<file path="config.mk">
export PLATFORM = sky130hd
export DESIGN_NAME = dma_read_top
export DESIGN_NICKNAME = d
export VERILOG_FILES = /design/src/verilog/dma_pkg.sv /design/src/verilog/dma_read_top.sv /design/src/verilog/axi_read_master.sv /design/src/verilog/read_merge.sv /design/src/verilog/dma_config.sv
export SDC_FILE = /design/constraint.sdc
export NUM_CORES = 1
export LEC_CHECK = 0
export BUFFER_PORTS_ARGS = -buffer_cell sky130_fd_sc_hd__buf_2
export CAP_MARGIN = 0
export CORE_AREA = 2 2 127 129
export DETAILED_ROUTE_END_ITERATION = 8
export DIE_AREA = 0 0 129 131
export HOLD_SLACK_MARGIN = 0.06
export PLACE_DENSITY_LB_ADDON = 0.15
export SYNTH_ARGS = -nofsm -noshare
export SYNTH_HDL_FRONTEND = slang
export SYNTH_SLANG_ARGS = --single-unit
export TNS_END_PERCENT = 5
</file>
<file path="constraint.sdc">
create_clock -name clk -period 7 [get_ports clk]
set_clock_uncertainty 0.15 [all_clocks]
set_input_delay 1.4 -clock clk [delete_from_list [all_inputs] [get_ports clk]]
set_output_delay 1.4 -clock clk [all_outputs]
set_load 0.1 [all_outputs]
</file>
<file path="src/verilog/dma_pkg.sv">
`default_nettype none

package dma_pkg;

	// bus and counter widths
	localparam int DATA_W = 32;
	localparam int ADDR_W = 32;
	localparam int LEN_W = 8;
	localparam int CNT_W = 16;
	localparam int CFG_ADDR_W = 4;

	typedef logic [DATA_W-1:0] data_t;
	typedef logic [ADDR_W-1:0] addr_t;
	typedef logic [LEN_W-1:0] axi_len_t;
	typedef logic [CNT_W-1:0] cnt_t;
	typedef logic [CFG_ADDR_W-1:0] cfg_addr_t;

	// length register of port i sits at CFG_LEN_BASE + i
	localparam cfg_addr_t CFG_LEN_BASE = '0;

	// longest AXI4 incr burst, as an arlen value
	localparam axi_len_t MAX_BURST = '1;

endpackage

`default_nettype wire
</file>
<file path="src/verilog/dma_read_top.sv">
`timescale 1ns/10ps
`default_nettype none

module dma_read_top #(
	parameter int N_PORTS = 2
) (
	input wire clk,
	input wire rst,

	// host
	input wire clear,
	input wire run,
	input wire cfg_valid,
	input wire dma_pkg::cfg_addr_t cfg_addr,
	input wire dma_pkg::cnt_t cfg_wdata,

	// read ports
	input wire [N_PORTS-1:0] rd_valid,
	input wire dma_pkg::addr_t [N_PORTS-1:0] rd_addr,
	output wire [N_PORTS-1:0] rd_ready,
	output wire dma_pkg::data_t rd_rdata,

	// AXI read master
	output wire dma_pkg::addr_t m_axi_araddr,
	output wire dma_pkg::axi_len_t m_axi_arlen,
	output wire m_axi_arvalid,
	input wire m_axi_arready,
	input wire dma_pkg::data_t m_axi_rdata,
	input wire m_axi_rlast,
	input wire m_axi_rvalid,
	output wire m_axi_rready
);
	import dma_pkg::*;

	wire axi_len_t [N_PORTS-1:0] burst_len;
	wire req_valid;
	wire addr_t req_addr;
	wire axi_len_t req_len;
	wire [1:0] req_port;
	wire req_take;
	wire burst_done;

	dma_config #(
		.N_PORTS(N_PORTS)
	) config_i (
		.clk(clk),
		.rst(rst),
		.clear(clear),
		.run(run),
		.cfg_valid(cfg_valid),
		.cfg_addr(cfg_addr),
		.cfg_wdata(cfg_wdata),
		.rd_ready(rd_ready),
		.burst_len(burst_len)
	);

	read_merge #(
		.N_PORTS(N_PORTS)
	) merge_i (
		.clk(clk),
		.rst(rst),
		.rd_valid(rd_valid),
		.rd_addr(rd_addr),
		.burst_len(burst_len),
		.req_take(req_take),
		.burst_done(burst_done),
		.req_valid(req_valid),
		.req_addr(req_addr),
		.req_len(req_len),
		.req_port(req_port)
	);

	axi_read_master #(
		.N_PORTS(N_PORTS)
	) master_i (
		.clk(clk),
		.rst(rst),
		.req_valid(req_valid),
		.req_addr(req_addr),
		.req_len(req_len),
		.req_port(req_port),
		.req_take(req_take),
		.burst_done(burst_done),
		.rd_ready(rd_ready),
		.rd_rdata(rd_rdata),
		.m_axi_araddr(m_axi_araddr),
		.m_axi_arlen(m_axi_arlen),
		.m_axi_arvalid(m_axi_arvalid),
		.m_axi_arready(m_axi_arready),
		.m_axi_rdata(m_axi_rdata),
		.m_axi_rlast(m_axi_rlast),
		.m_axi_rvalid(m_axi_rvalid),
		.m_axi_rready(m_axi_rready)
	);

endmodule

`default_nettype wire

</file>
<file path="src/verilog/axi_read_master.sv">
`timescale 1ns/10ps
`default_nettype none

module axi_read_master #(
	parameter int N_PORTS = 2
) (
	input wire clk,
	input wire rst,

	// request from the merge
	input wire req_valid,
	input wire dma_pkg::addr_t req_addr,
	input wire dma_pkg::axi_len_t req_len,
	input wire [1:0] req_port,
	output logic req_take,
	output logic burst_done,

	// word return to the ports
	output logic [N_PORTS-1:0] rd_ready,
	output dma_pkg::data_t rd_rdata,

	// AR channel
	output dma_pkg::addr_t m_axi_araddr,
	output dma_pkg::axi_len_t m_axi_arlen,
	output logic m_axi_arvalid,
	input wire m_axi_arready,

	// R channel
	input wire dma_pkg::data_t m_axi_rdata,
	input wire m_axi_rlast,
	input wire m_axi_rvalid,
	output logic m_axi_rready
);

	typedef enum logic [1:0] {
		S_IDLE,
		S_ADDR,
		S_DATA
	} state_t;

	state_t state;
	logic [1:0] port_q;
	logic beat;

	// accept a request only between bursts
	assign req_take = (state == S_IDLE) && req_valid;

	assign m_axi_arvalid = (state == S_ADDR);
	assign m_axi_rready = (state == S_DATA);
	assign beat = m_axi_rvalid && m_axi_rready;

	always_ff @(posedge clk or posedge rst) begin
		if (rst) begin
			state <= S_IDLE;
		end else begin
			case (state)
				S_IDLE: begin
					if (req_valid) begin
						state <= S_ADDR;
					end
				end
				S_ADDR: begin
					// rready rises on the same edge
					if (m_axi_arready) begin
						state <= S_DATA;
					end
				end
				S_DATA: begin
					if (beat && m_axi_rlast) begin
						state <= S_IDLE;
					end
				end
				default: begin
					state <= S_IDLE;
				end
			endcase
		end
	end

	// AR fields stay put until arready
	always_ff @(posedge clk) begin
		if (req_take) begin
			m_axi_araddr <= req_addr;
			m_axi_arlen <= req_len;
			port_q <= req_port;
		end
		if (beat) begin
			rd_rdata <= m_axi_rdata;
		end
	end

	// one strobe per beat to the granted port only
	always_ff @(posedge clk or posedge rst) begin
		if (rst) begin
			rd_ready <= '0;
			burst_done <= 1'b0;
		end else begin
			for (int i = 0; i < N_PORTS; i++) begin
				rd_ready[i] <= beat && (port_q == 2'(i));
			end
			burst_done <= beat && m_axi_rlast;
		end
	end

endmodule

`default_nettype wire

</file>
<file path="src/verilog/read_merge.sv">
`timescale 1ns/10ps
`default_nettype none

module read_merge #(
	parameter int N_PORTS = 2
) (
	input wire clk,
	input wire rst,
	input wire [N_PORTS-1:0] rd_valid,
	input wire dma_pkg::addr_t [N_PORTS-1:0] rd_addr,
	input wire dma_pkg::axi_len_t [N_PORTS-1:0] burst_len,
	input wire req_take,
	input wire burst_done,
	output logic req_valid,
	output dma_pkg::addr_t req_addr,
	output dma_pkg::axi_len_t req_len,
	output logic [1:0] req_port
);

	logic busy;
	logic [1:0] grant_q;
	logic [1:0] pick;

	// lowest index wins, so scan downwards
	always_comb begin
		pick = '0;
		for (int i = N_PORTS - 1; i >= 0; i--) begin
			if (rd_valid[i]) begin
				pick = 2'(i);
			end
		end
	end

	assign req_valid = (|rd_valid) && !busy;

	// frozen while a burst is in flight
	assign req_port = busy ? grant_q : pick;

	always_comb begin
		req_addr = rd_addr[0];
		req_len = burst_len[0];
		for (int i = 1; i < N_PORTS; i++) begin
			if (req_port == 2'(i)) begin
				req_addr = rd_addr[i];
				req_len = burst_len[i];
			end
		end
	end

	always_ff @(posedge clk or posedge rst) begin
		if (rst) begin
			busy <= 1'b0;
			grant_q <= '0;
		end else if (req_take) begin
			busy <= 1'b1;
			grant_q <= pick;
		end else if (burst_done) begin
			busy <= 1'b0;
		end
	end

endmodule

`default_nettype wire

</file>
<file path="src/verilog/dma_config.sv">
`timescale 1ns/10ps
`default_nettype none

module dma_config #(
	parameter int N_PORTS = 2
) (
	input wire clk,
	input wire rst,
	input wire clear,
	input wire run,
	input wire cfg_valid,
	input wire dma_pkg::cfg_addr_t cfg_addr,
	input wire dma_pkg::cnt_t cfg_wdata,
	input wire [N_PORTS-1:0] rd_ready,
	output wire dma_pkg::axi_len_t [N_PORTS-1:0] burst_len
);
	import dma_pkg::*;

	genvar i;
	generate
		for (i = 0; i < N_PORTS; i++) begin : g_port
			cnt_t len_q;
			cnt_t len_shadow;
			cnt_t cnt;
			logic wr_en;

			// addresses past the last port never match
			assign wr_en = cfg_valid && (cfg_addr == CFG_LEN_BASE + cfg_addr_t'(i));

			// host register, clear wins over a write in the same cycle
			always_ff @(posedge clk or posedge rst) begin
				if (rst) begin
					len_q <= '0;
				end else if (clear) begin
					len_q <= '0;
				end else if (wr_en) begin
					len_q <= cfg_wdata;
				end
			end

			// shadow only follows the register on run
			always_ff @(posedge clk or posedge rst) begin
				if (rst) begin
					len_shadow <= '0;
				end else if (run) begin
					len_shadow <= len_q;
				end
			end

			// words left in the current block, minus one
			always_ff @(posedge clk or posedge rst) begin
				if (rst) begin
					cnt <= '0;
				end else if (run) begin
					cnt <= len_q;
				end else if (rd_ready[i]) begin
					if (cnt == '0) begin
						// block finished, start the next one
						cnt <= len_shadow;
					end else begin
						cnt <= cnt - 1'b1;
					end
				end
			end

			// cap to 256 beats
			assign burst_len[i] = (cnt[CNT_W-1:LEN_W] != '0) ? MAX_BURST : cnt[LEN_W-1:0];
		end
	endgenerate

endmodule

`default_nettype wire

</file>
==> summary.md, run 1 <==
| Metric | Value |
|---|---|
| I/O pins | `202` |
| Maxcap violations | `0` |
| Die span in x | `129 um` |
| Final Power | `3.462 mW` |
| DR pass1 iterations | `5` |
| Syn Nets | `764` |
| Hold Crit Start | `master_i.burst_done` |
| Reg-to-reg critical path startpoint | `config_i.g_port[0].cnt[6]` |
| Tmin final | `3.154 ns` |
| CTS tree | `yes` |
| Slew headroom | `0.2926` |
| Placement Rows | `46` |
| TNS Setup | `0 ns` |
| WP data required | `7.02 ns` |
| Status | `finished clean` |
| Routed WL | `18.85 mm` |
| Antenna violations before repair | `0` |
| Worst hold stages | `1` |
| R2R cell count | `5` |
| Total Routing Usage GR | `0.2205` |
| Drt via density | `5.409` |
| Wire per inst | `17.83 um` |
| Port-buffer cells | `201` |
| Reg clk slew, reported paths | `0.07 ns` |
| Synth Cell Area | `0.007671 mm2` |
| CORE AREA | `0.01560 mm2` |
| Number of flops mapped to enable cells by yosys | `73` |
| Ant. Diodes | `0` |
| Power Density | `365.3 mW/mm2` |
| Critical Path Sink Type | `flip-flop` |
| Setup violations, final | `0` |
| # H-tree levels | `4` |
| Startpoint types | `input port` |
| Fin Hold WS | `0.2882 ns` |
| Yosys top cell by area | `dfrtp_1` |
| Hold WC Path Type | `flip-flop to flip-flop` |
| Post-synthesis sequential area ratio | `0.6218` |
| Non-Filler Instances | `1057` |
| Layout cell share with drive strength beyond 1 | `0.3615` |
| Reg-to-reg endpoint | `config_i.g_port[0].cnt[1]` |
| Peak supply drop | `0.1881 mV` |
| Hold endpoint | `merge_i.busy` |
| Via Count | `5717` |
| Post-CTS Setup Inserts | `0` |
| Main synth FF type | `dfrtp_1` |
| Final Max Tran Viols | `0` |
| Final WS setup | `3.846 ns` |
| Worst Path Arrival | `3.18 ns` |
| Synth top area cells | `dfrtp_1 34%, edfxtp_1 29%, mux2_2 8.2%` |
| CTS Sinks | `176` |
| Yosys Warn Count | `0` |
| Synth Register Bits | `176` |
| Global-route wire length before repair | `28.77 mm` |
| ANT nets after route | `0` |
| Initial Util | `0.4918` |
| Synthesized area per cell | `12.06 um2` |
| Final hold viol count | `0` |
| Async set-reset flop share out of synthesis | `0.5852` |
| Hold Buf Count CTS | `0` |
| Fmax | `317.1 MHz` |
| Initial detailed-routing violation count | `463` |
| Vias in the first global route | `5558` |
| Post-cts sizing count | `0` |
| Design Area, Final | `0.009477 mm2` |
| Worst slew pin tran | `1.057 ns` |
| Critical setup path kind | `input port to flip-flop` |
| Die Area | `0.01690 mm2` |
| Nets | `956` |
| CTS root buffer | `clkbuf_16` |
| Reg2Reg Setup Slack | `4.24 ns` |
| Detailed Place HPWL | `13.40 mm` |
| Final GP Congestion | `0.8935` |
| Top cell type's share of synthesized area | `0.3360` |
| Unrepaired setup endpoints after global routing | `false` |
| Finished Core Util | `0.6076` |
| Post-DP Area | `0.008867 mm2` |
| Cells after DPL | `1025` |
| Gr ovfl total | `0` |
| CTS Buf Count | `17` |
| Die Y-Extent | `131 um` |
| CTS Buffer Depth | `2` |
| Pleak | `4.282 nW` |
| Distinct cells, synth | `54` |
| Final Cycle Share | `0.4505` |
| Largest net degree at the start of global routing | `76` |
| Area Growth Syn to Fin | `23.54%` |
| Drt drc | `0` |
| Largest fanout on the critical path | `35` |
| Post-Place Worst Slack | `3.361 ns` |
| Synth Instances | `636` |
| Worst skew pair latency | `0.43 ns` |
-- final cells by class --
class | instances | area, um2
Clock inverter | 15 | 183.9
Sequential cell | 176 | 4770
Fill cell | 1309 | 6121
Inverter | 15 | 58.81
Tap cell | 216 | 270.3
Clock buffer | 17 | 425.4
Timing Repair Buffer | 207 | 1051
Multi-Input combinational cell | 411 | 2718
-- metal layers --
layer / GRT usage / routed length, um / up-vias
met5: 0 / 0 / -
met4: 0.07864 / 368 / 0
met3: 0.04438 / 1024 / 30
met2: 0.3648 / 9599 / 189
met1: 0.2921 / 7853 / 2785
li1: - / - / 2713
-- registers in the layout, summed over array words and instances, names as in the netlist --
register / cells
master_i.state: 2
master_i.m_axi_arlen: 8
config_i.g_port.len_q: 32
master_i.rd_ready: 2
master_i.m_axi_araddr: 32
config_i.g_port.len_shadow: 32
merge_i.grant_q: 1
master_i.port_q: 1
config_i.g_port.cnt: 32
master_i.burst_done: 1
master_i.rd_rdata: 32
merge_i.busy: 1
-- critical path, cell delays in order --
cell and delay, ns:
buf_2 0.10, nand2b_1 0.18, o21ai_4 0.82, nand2b_1 0.39
o22a_1 0.29
-- power by group --
group	switching (mW)	internal, mW
clock	0.445	0.516
sequential	0.0723	1.23
combinational	0.890	0.303
-- layout by cell type (no fill, tap or decap), drive strengths merged, types with 11 or more instances in the layout --
cell type  count
nand2         72
a21oi         24
dfrtp        103
buf          207
inv           24
edfxtp        73
nor2          41
a22oi         16
mux2i         20
clkbuf        17
nor3          16
or3           12
a31oi         11
xnor2         12
mux2          56
o21ai         50
-- logic make-up after synthesis --
kind of cell / Yosys count / share of synthesized area
xor gates and xnor gates: 12 / 0.01370
and+or+nand+nor: 186 / 0.1168
buffers and inverters: 49 / 0.02626
muxes: 76 / 0.1083
adders and majority gates: 2 / 0.003262
AOI/OAI and AO/OA: 135 / 0.1099
DFF: 176 / 0.6218
-- synthesized netlist by cell type (3+ instances only) --
library cell  count
nor2b_1           4
inv_1            15
clkbuf_1         27
o21ai_0          49
xnor2_1          12
nand4_1           3
a22oi_1          16
nand3_1           7
o31ai_1           7
a31oi_1          11
a21o_1            3
edfxtp_1         73
nor2_1           41
mux2i_1          20
dfrtp_1         103
o211ai_1          3
nand2b_1          7
nand2_1          72
a21oi_1          24
mux2_2           56
nor4_1            6
or3_1            11
buf_1             3
o22a_1            8
nor3_1           16
-- worst max-delay path by stage --
stage / cells after the start / to / slack, ns / from
floorplan: 1 / config_i.g_port[0].cnt[0] / 2.75 / rst
global placement: 5 / master_i.m_axi_arlen[6] / 3.48 / rd_valid[0]
detailed placement: 5 / master_i.m_axi_arlen[6] / 3.36 / rd_valid[0]
CTS: 5 / master_i.m_axi_arlen[6] / 3.84 / rd_valid[0]
global route: 5 / master_i.m_axi_arlen[6] / 3.66 / rd_valid[0]
finish: 5 / master_i.m_axi_arlen[0] / 3.85 / rd_valid[0]
No activity file was read; power rests on OpenSTA's default activity.
==> run 2: changes to the inputs <==
==> constraint.sdc (replaced) <==
create_clock -name clk -period 3 [get_ports clk]
set_clock_uncertainty 0.15 [all_clocks]
set_input_delay 0.6 -clock clk [delete_from_list [all_inputs] [get_ports clk]]
set_output_delay 0.6 -clock clk [all_outputs]
set_load 0.1 [all_outputs]
==> run 2 against run 1 <==
Net effect: non-clock buffer count rose by 5; design area grew 0.69%; sequential power grew 130%; clock power is 130% higher; count of clock-buffer cells in the layout grew 1; register-to-register slack worse by 3.8 ns; combinational power grew 140%; core utilization is 0.42 points higher; critical path type is now flip-flop to flip-flop; largest cell class unchanged; highest routed layer unchanged.
==> summary.md, run 2 (synthesized netlist as in run 1, its figures left out) <==
| Metric | Value |
|---|---|
| Status | `finished clean` |
| Routed met3 length | `947 um` |
| Layout cell share with drive strength beyond 1 | `0.3629` |
| Routed metal-1 wirelength | `7.955 mm` |
| Slew headroom | `0.5685` |
| Area Growth Syn to Fin | `24.38%` |
| Fin Hold WS | `0.08867 ns` |
| Die span in x | `129 um` |
| Cell Int Power | `4.867 mW` |
| Largest fanout on the critical path | `13` |
| Worst slew pin tran | `0.6472 ns` |
| Sequential share of power | `0.376` |
| Port-buffer cells | `201` |
| CTS Sinks | `176` |
| Drt drc | `0` |
| Final Power | `8.116 mW` |
| Final Cycle Share | `0.8568` |
| Worst Path Arrival | `2.75 ns` |
| Critical setup path kind | `flip-flop to flip-flop` |
| Unrepaired setup endpoints after global routing | `false` |
| Drt via density | `5.448` |
| ANT nets after route | `0` |
| CTS tree | `yes` |
| Post-CTS Setup Inserts | `0` |
| Via Count | `5786` |
| Power Density | `850.6 mW/mm2` |
| Total Routing Usage GR | `0.2266` |
| Reg clk slew, reported paths | `0.07 ns` |
| Initial Util | `0.4918` |
| WP data required | `3.18 ns` |
| Switching part of the total | `0.4003` |
| Placement Rows | `46` |
| Gr ovfl total | `0` |
| DR pass1 iterations | `5` |
| Final GP Congestion | `0.8988` |
| Post-DP Area | `0.008944 mm2` |
| Hold Buf Count CTS | `0` |
| Die Area | `0.01690 mm2` |
| CTS Buf Count | `17` |
| Worst Setup SP | `config_i.g_port[0].cnt[6]` |
| CTS root buffer | `clkbuf_16` |
| Most common cell after layout, fill and taps aside | `buf_2` |
| Startpoint types | `flip-flop` |
| Non-Filler Instances | `1062` |
| CORE AREA | `0.01560 mm2` |
| Sw Pwr | `3.249 mW` |
| TNS Setup | `0 ns` |
| Final hold viol count | `0` |
| Ant. Diodes | `0` |
| Initial detailed-routing violation count | `489` |
| R2R cell count | `5` |
| Largest net degree at the start of global routing | `57` |
| Reg-to-reg critical path startpoint | `config_i.g_port[0].cnt[6]` |
| Worst skew pair latency | `0.42 ns` |
| Combinational Power Share | `0.348` |
| Post-cts sizing count | `0` |
| Wire per inst | `17.82 um` |
| Antenna violations before repair | `0` |
| Final Max Tran Viols | `0` |
| Global-route wire length before repair | `29.45 mm` |
| Setup violations, final | `0` |
| Clock share of power | `0.276` |
| Pleak | `4.307 nW` |
| Vias in the first global route | `5650` |
| Reg2Reg Setup Slack | `0.43 ns` |
| CP Capture Point | `config_i.g_port[0].cnt[1]` |
| Routed WL | `18.93 mm` |
| Tmin final | `2.570 ns` |
| Hold WC Path Type | `input port to async pin` |
| Nets | `961` |
| CTS Buffer Depth | `2` |
| Design Area, Final | `0.009542 mm2` |
| I/O pins | `202` |
| Die Y-Extent | `131 um` |
| Detailed Place HPWL | `13.65 mm` |
| Cells after DPL | `1030` |
| Max Used Layer | `met4` |
| Reg-to-reg endpoint | `config_i.g_port[0].cnt[1]` |
| Most frequent cells in the layout | `201 x buf_2, 103 x dfrtp_1, 73 x edfxtp_1, 72 x nand2_1, 56 x mux2_2` |
| Maxcap violations | `0` |
| Peak supply drop | `0.4221 mV` |
| Fillers | `1284` |
| Critical Path Sink Type | `flip-flop` |
| Fmax | `389.1 MHz` |
| # H-tree levels | `4` |
| Met2 routed WL | `9.600 mm` |
==> run 2: per-layer routing <==
layer / track usage / vias up
met5: 0 / -
met3: 0.04805 / 31
met1: 0.2996 / 2840
met2: 0.3688 / 193
met4: 0.09143 / 0
li1: - / 2722
==> run 2: cell type report <==
| class | instances | area, um2 | share of cell area |
|---|---|---|---|
| clock buffers | 18 | 429.2 | 0.04498 |
| repair buffers | 212 | 1126 | 0.1180 |
| inverters | 15 | 60.06 | 0.006294 |
| flip-flops and latches | 176 | 4770 | 0.4999 |
| clock inverters | 14 | 168.9 | 0.01770 |
| well taps | 216 | 270.3 | 0.02832 |
| multi-input cells | 411 | 2718 | 0.2848 |
==> run 2: worst min path at each step <==
stage	end	slack (ns)
finish	config_i.g_port[0].len_shadow[10]	0.09
global route	config_i.g_port[0].cnt[14]	0.13
CTS	config_i.g_port[0].cnt[12]	0.1
detailed placement	merge_i.busy	0.27
global placement	merge_i.busy	0.25
floorplan	master_i.rd_ready[0]	0.25
==> run 2: worst max-delay path, stage by stage (launching register included) <==
cell and delay (ns):
dfrtp_1 0.44, or4_4 0.56, nand4bb_1 0.37, or2_1 0.51, and2_0 0.25, o31ai_1 0.19
==> run 2: through the flow <==
stage | utilization | setup WS, ns
2_1_floorplan | - | -0.3478
3_3_place_gp | 0.5734 | 0.5414
3_5_place_dp | 0.5734 | 0.4769
4_1_cts | 0.6117 | 0.4457
5_1_grt | 0.6117 | 0.2448
6_report | 0.6117 | 0.4297
==> run 2: power by group through the flow <==
stage          logic [mW]  registers, mW  clock network, mW
2_1_floorplan        1.19           4.18                  0
3_3_place_gp         2.77           3.09                  0
3_5_place_dp         2.81           3.10                  0
4_1_cts              2.82           3.05               2.29
5_1_grt              2.99           3.08               2.39
6_report             2.83           3.05               2.24
==> run 3: changes to the inputs <==
--- a/config.mk
+++ b/config.mk
@@ -7,9 +7,9 @@
 export LEC_CHECK = 0
 export BUFFER_PORTS_ARGS = -buffer_cell sky130_fd_sc_hd__buf_2
 export CAP_MARGIN = 0
-export CORE_AREA = 2 2 127 129
+export CORE_AREA = 2 2 163 101
 export DETAILED_ROUTE_END_ITERATION = 8
-export DIE_AREA = 0 0 129 131
+export DIE_AREA = 0 0 165 103
 export HOLD_SLACK_MARGIN = 0.06
 export PLACE_DENSITY_LB_ADDON = 0.15
 export SYNTH_ARGS = -nofsm -noshare
==> run 3 against run 2 <==
Net effect: hold slack better by 0.060 ns; non-clock buffer count is 2 higher; design area about the same; first-iteration DRC count rose by 1.8%; die area rose by 0.57%; via count rose by 0.29%; wire length up 2.9%; critical path depth is the same; combinational power barely moved; sequential share of layout area about the same; core utilization is 0.52 points lower; sequential power hardly changed; critical path type unchanged; largest cell class unchanged.
==> summary.md, run 3 (synthesized netlist as in run 1, its figures left out) <==
| Metric | Value |
|---|---|
| Area of the multi-input gates | `0.002718 mm2` |
| Cell Chain, Critical Path | `or4_4, nand4bb_1, or2_1, and2_0, o31ai_1` |
| Die Area | `0.01700 mm2` |
| Fmax | `374.0 MHz` |
| Startpoint types | `flip-flop` |
| Die span in x | `165 um` |
| Initial Util | `0.4880` |
| Wire per inst | `18.43 um` |
| Critical Path Sink Type | `flip-flop` |
| Grt peak-use layer | `met1` |
| Reg-to-reg critical path startpoint | `config_i.g_port[0].cnt[6]` |
| Reg clk slew, reported paths | `0.07 ns` |
| Non-Filler Instances | `1057` |
| Detailed Place HPWL | `14.16 mm` |
| Slew headroom | `0.3829` |
| Met3 Resource Use GR | `0.05712` |
| Drt drc | `0` |
| Final hold viol count | `0` |
| Design Area, Final | `0.009535 mm2` |
| Post-cts sizing count | `0` |
| Drt via density | `5.490` |
| Most frequent cells in the layout | `201 x buf_2, 103 x dfrtp_1, 73 x edfxtp_1, 72 x nand2_1, 56 x mux2_2` |
| Global-route wire length before repair | `29.85 mm` |
| Worst slew pin tran | `0.9223 ns` |
| Final GP Congestion | `0.8962` |
| Ant. Diodes | `0` |
| Hold Buf Count CTS | `0` |
| R2R cell count | `5` |
| Post-CTS Setup Inserts | `0` |
| Vias in the first global route | `5558` |
| Layout cell share with drive strength beyond 1 | `0.3667` |
| Critical setup path kind | `flip-flop to flip-flop` |
| Worst skew pair latency | `0.43 ns` |
| Maxcap violations | `0` |
| Port-buffer cells | `201` |
| Peak supply drop | `0.4458 mV` |
| Setup violations, final | `0` |
| CTS Buffer Depth | `2` |
| Die Y-Extent | `103 um` |
| Nets | `963` |
| DR pass1 iterations | `5` |
| ANT nets after route | `0` |
| Reg-to-reg endpoint | `config_i.g_port[0].cnt[1]` |
| Final Cycle Share | `0.8912` |
| Total Routing Usage GR | `0.2344` |
| Reg2Reg Setup Slack | `0.33 ns` |
| Power Density | `858.6 mW/mm2` |
| Grt met2 use | `0.3433` |
| Finished Core Util | `0.6066` |
| I/O pins | `202` |
| # H-tree levels | `4` |
| Final Power | `8.187 mW` |
| Hold WC Path Type | `input port to async pin` |
| Fin Hold WS | `0.1486 ns` |
| Final Max Tran Viols | `0` |
| Post-DP Area | `0.008925 mm2` |
| Largest stage delay, worst path | `0.57 ns` |
| CORE AREA | `0.01572 mm2` |
| CTS root buffer | `clkbuf_16` |
| Area occupied by registers | `0.004770 mm2` |
| Largest net degree at the start of global routing | `104` |
| Initial detailed-routing violation count | `498` |
| Via Count | `5803` |
| CP max-delay cell | `or4_4` |
| Largest fanout on the critical path | `13` |
| Status | `finished clean` |
| Pleak | `4.317 nW` |
| Tmin final | `2.674 ns` |
| Unrepaired setup endpoints after global routing | `false` |
| CTS Buf Count | `17` |
| Gr ovfl total | `0` |
| Fillers | `1322` |
| CTS Sinks | `176` |
| CTS tree | `yes` |
| Routed WL | `19.48 mm` |
| Met1 usage | `0.3507` |
| Most common cell after layout, fill and taps aside | `buf_2` |
| Cells after DPL | `1025` |
| Antenna violations before repair | `0` |
| Placement Rows | `36` |
| Area Growth Syn to Fin | `24.30%` |
| Worst Path Arrival | `2.85 ns` |
| WP data required | `3.18 ns` |
[run 3: changes by cell type in the layout (fill, tap and decap cells not counted)]
cell and change:
inv_8 -1, clkinv_2 +1, clkinv_8 +1, buf_12 -2, clkinvlp_4 -1, clkinv_1 -1
clkbuf_1 -1, inv_6 +2, buf_4 +4
[run 3: layout make-up]
class                           instances  share of cell area
Sequential cell                       176              0.5002
Multi-Input combinational cell        411              0.2850
Timing Repair Buffer                  214              0.1170
Clock buffer                           17             0.04461
Tap cell                              209             0.02742
Clock inverter                         15             0.01942
Inverter                               15            0.006298
[run 3: power by group]
part           total (mW)  internal (mW)  switching (mW)
sequential           3.05           2.88           0.167
combinational        2.85          0.723            2.12
clock                2.29           1.27            1.02
[run 3: worst max-delay path by stage]
stage                                         start                   endpoint  slack [ns]
after floorplan                   master_i.state[0]       master_i.rd_rdata[0]       -0.35
after global routing      config_i.g_port[0].cnt[6]  config_i.g_port[0].cnt[1]        0.25
final                     config_i.g_port[0].cnt[6]  config_i.g_port[0].cnt[1]        0.33
after detailed placement  config_i.g_port[0].cnt[6]  config_i.g_port[0].cnt[1]        0.40
after global placement    config_i.g_port[0].cnt[6]  config_i.g_port[0].cnt[1]        0.49
after CTS                 config_i.g_port[0].cnt[6]  config_i.g_port[0].cnt[1]        0.38
[run 3: routing by layer]
metal | vias to the layer above | wire, um
met1 | 2850 | 8734
met4 | 0 | 169
met2 | 222 | 9007
met3 | 14 | 1567
met5 | - | 0
li1 | 2717 | -
[run 3: stage by stage]
| stage | setup TNS [ns] | setup slack [ns] |
|---|---|---|
| 3_3_place_gp | 0 | 0.4895 |
| 2_1_floorplan | -11.37 | -0.3478 |
| 5_1_grt | 0 | 0.2468 |
| 3_5_place_dp | 0 | 0.3968 |
| 6_report | 0 | 0.3265 |
| 4_1_cts | 0 | 0.3793 |
[run 3: critical path, delay by kind of cell, from the launching register on]
family | cells | cell delay, ns
AO/OA/AOI/OAI | 1 | 0.19
flip-flops | 1 | 0.45
AND/OR/NAND/NOR | 4 | 1.78
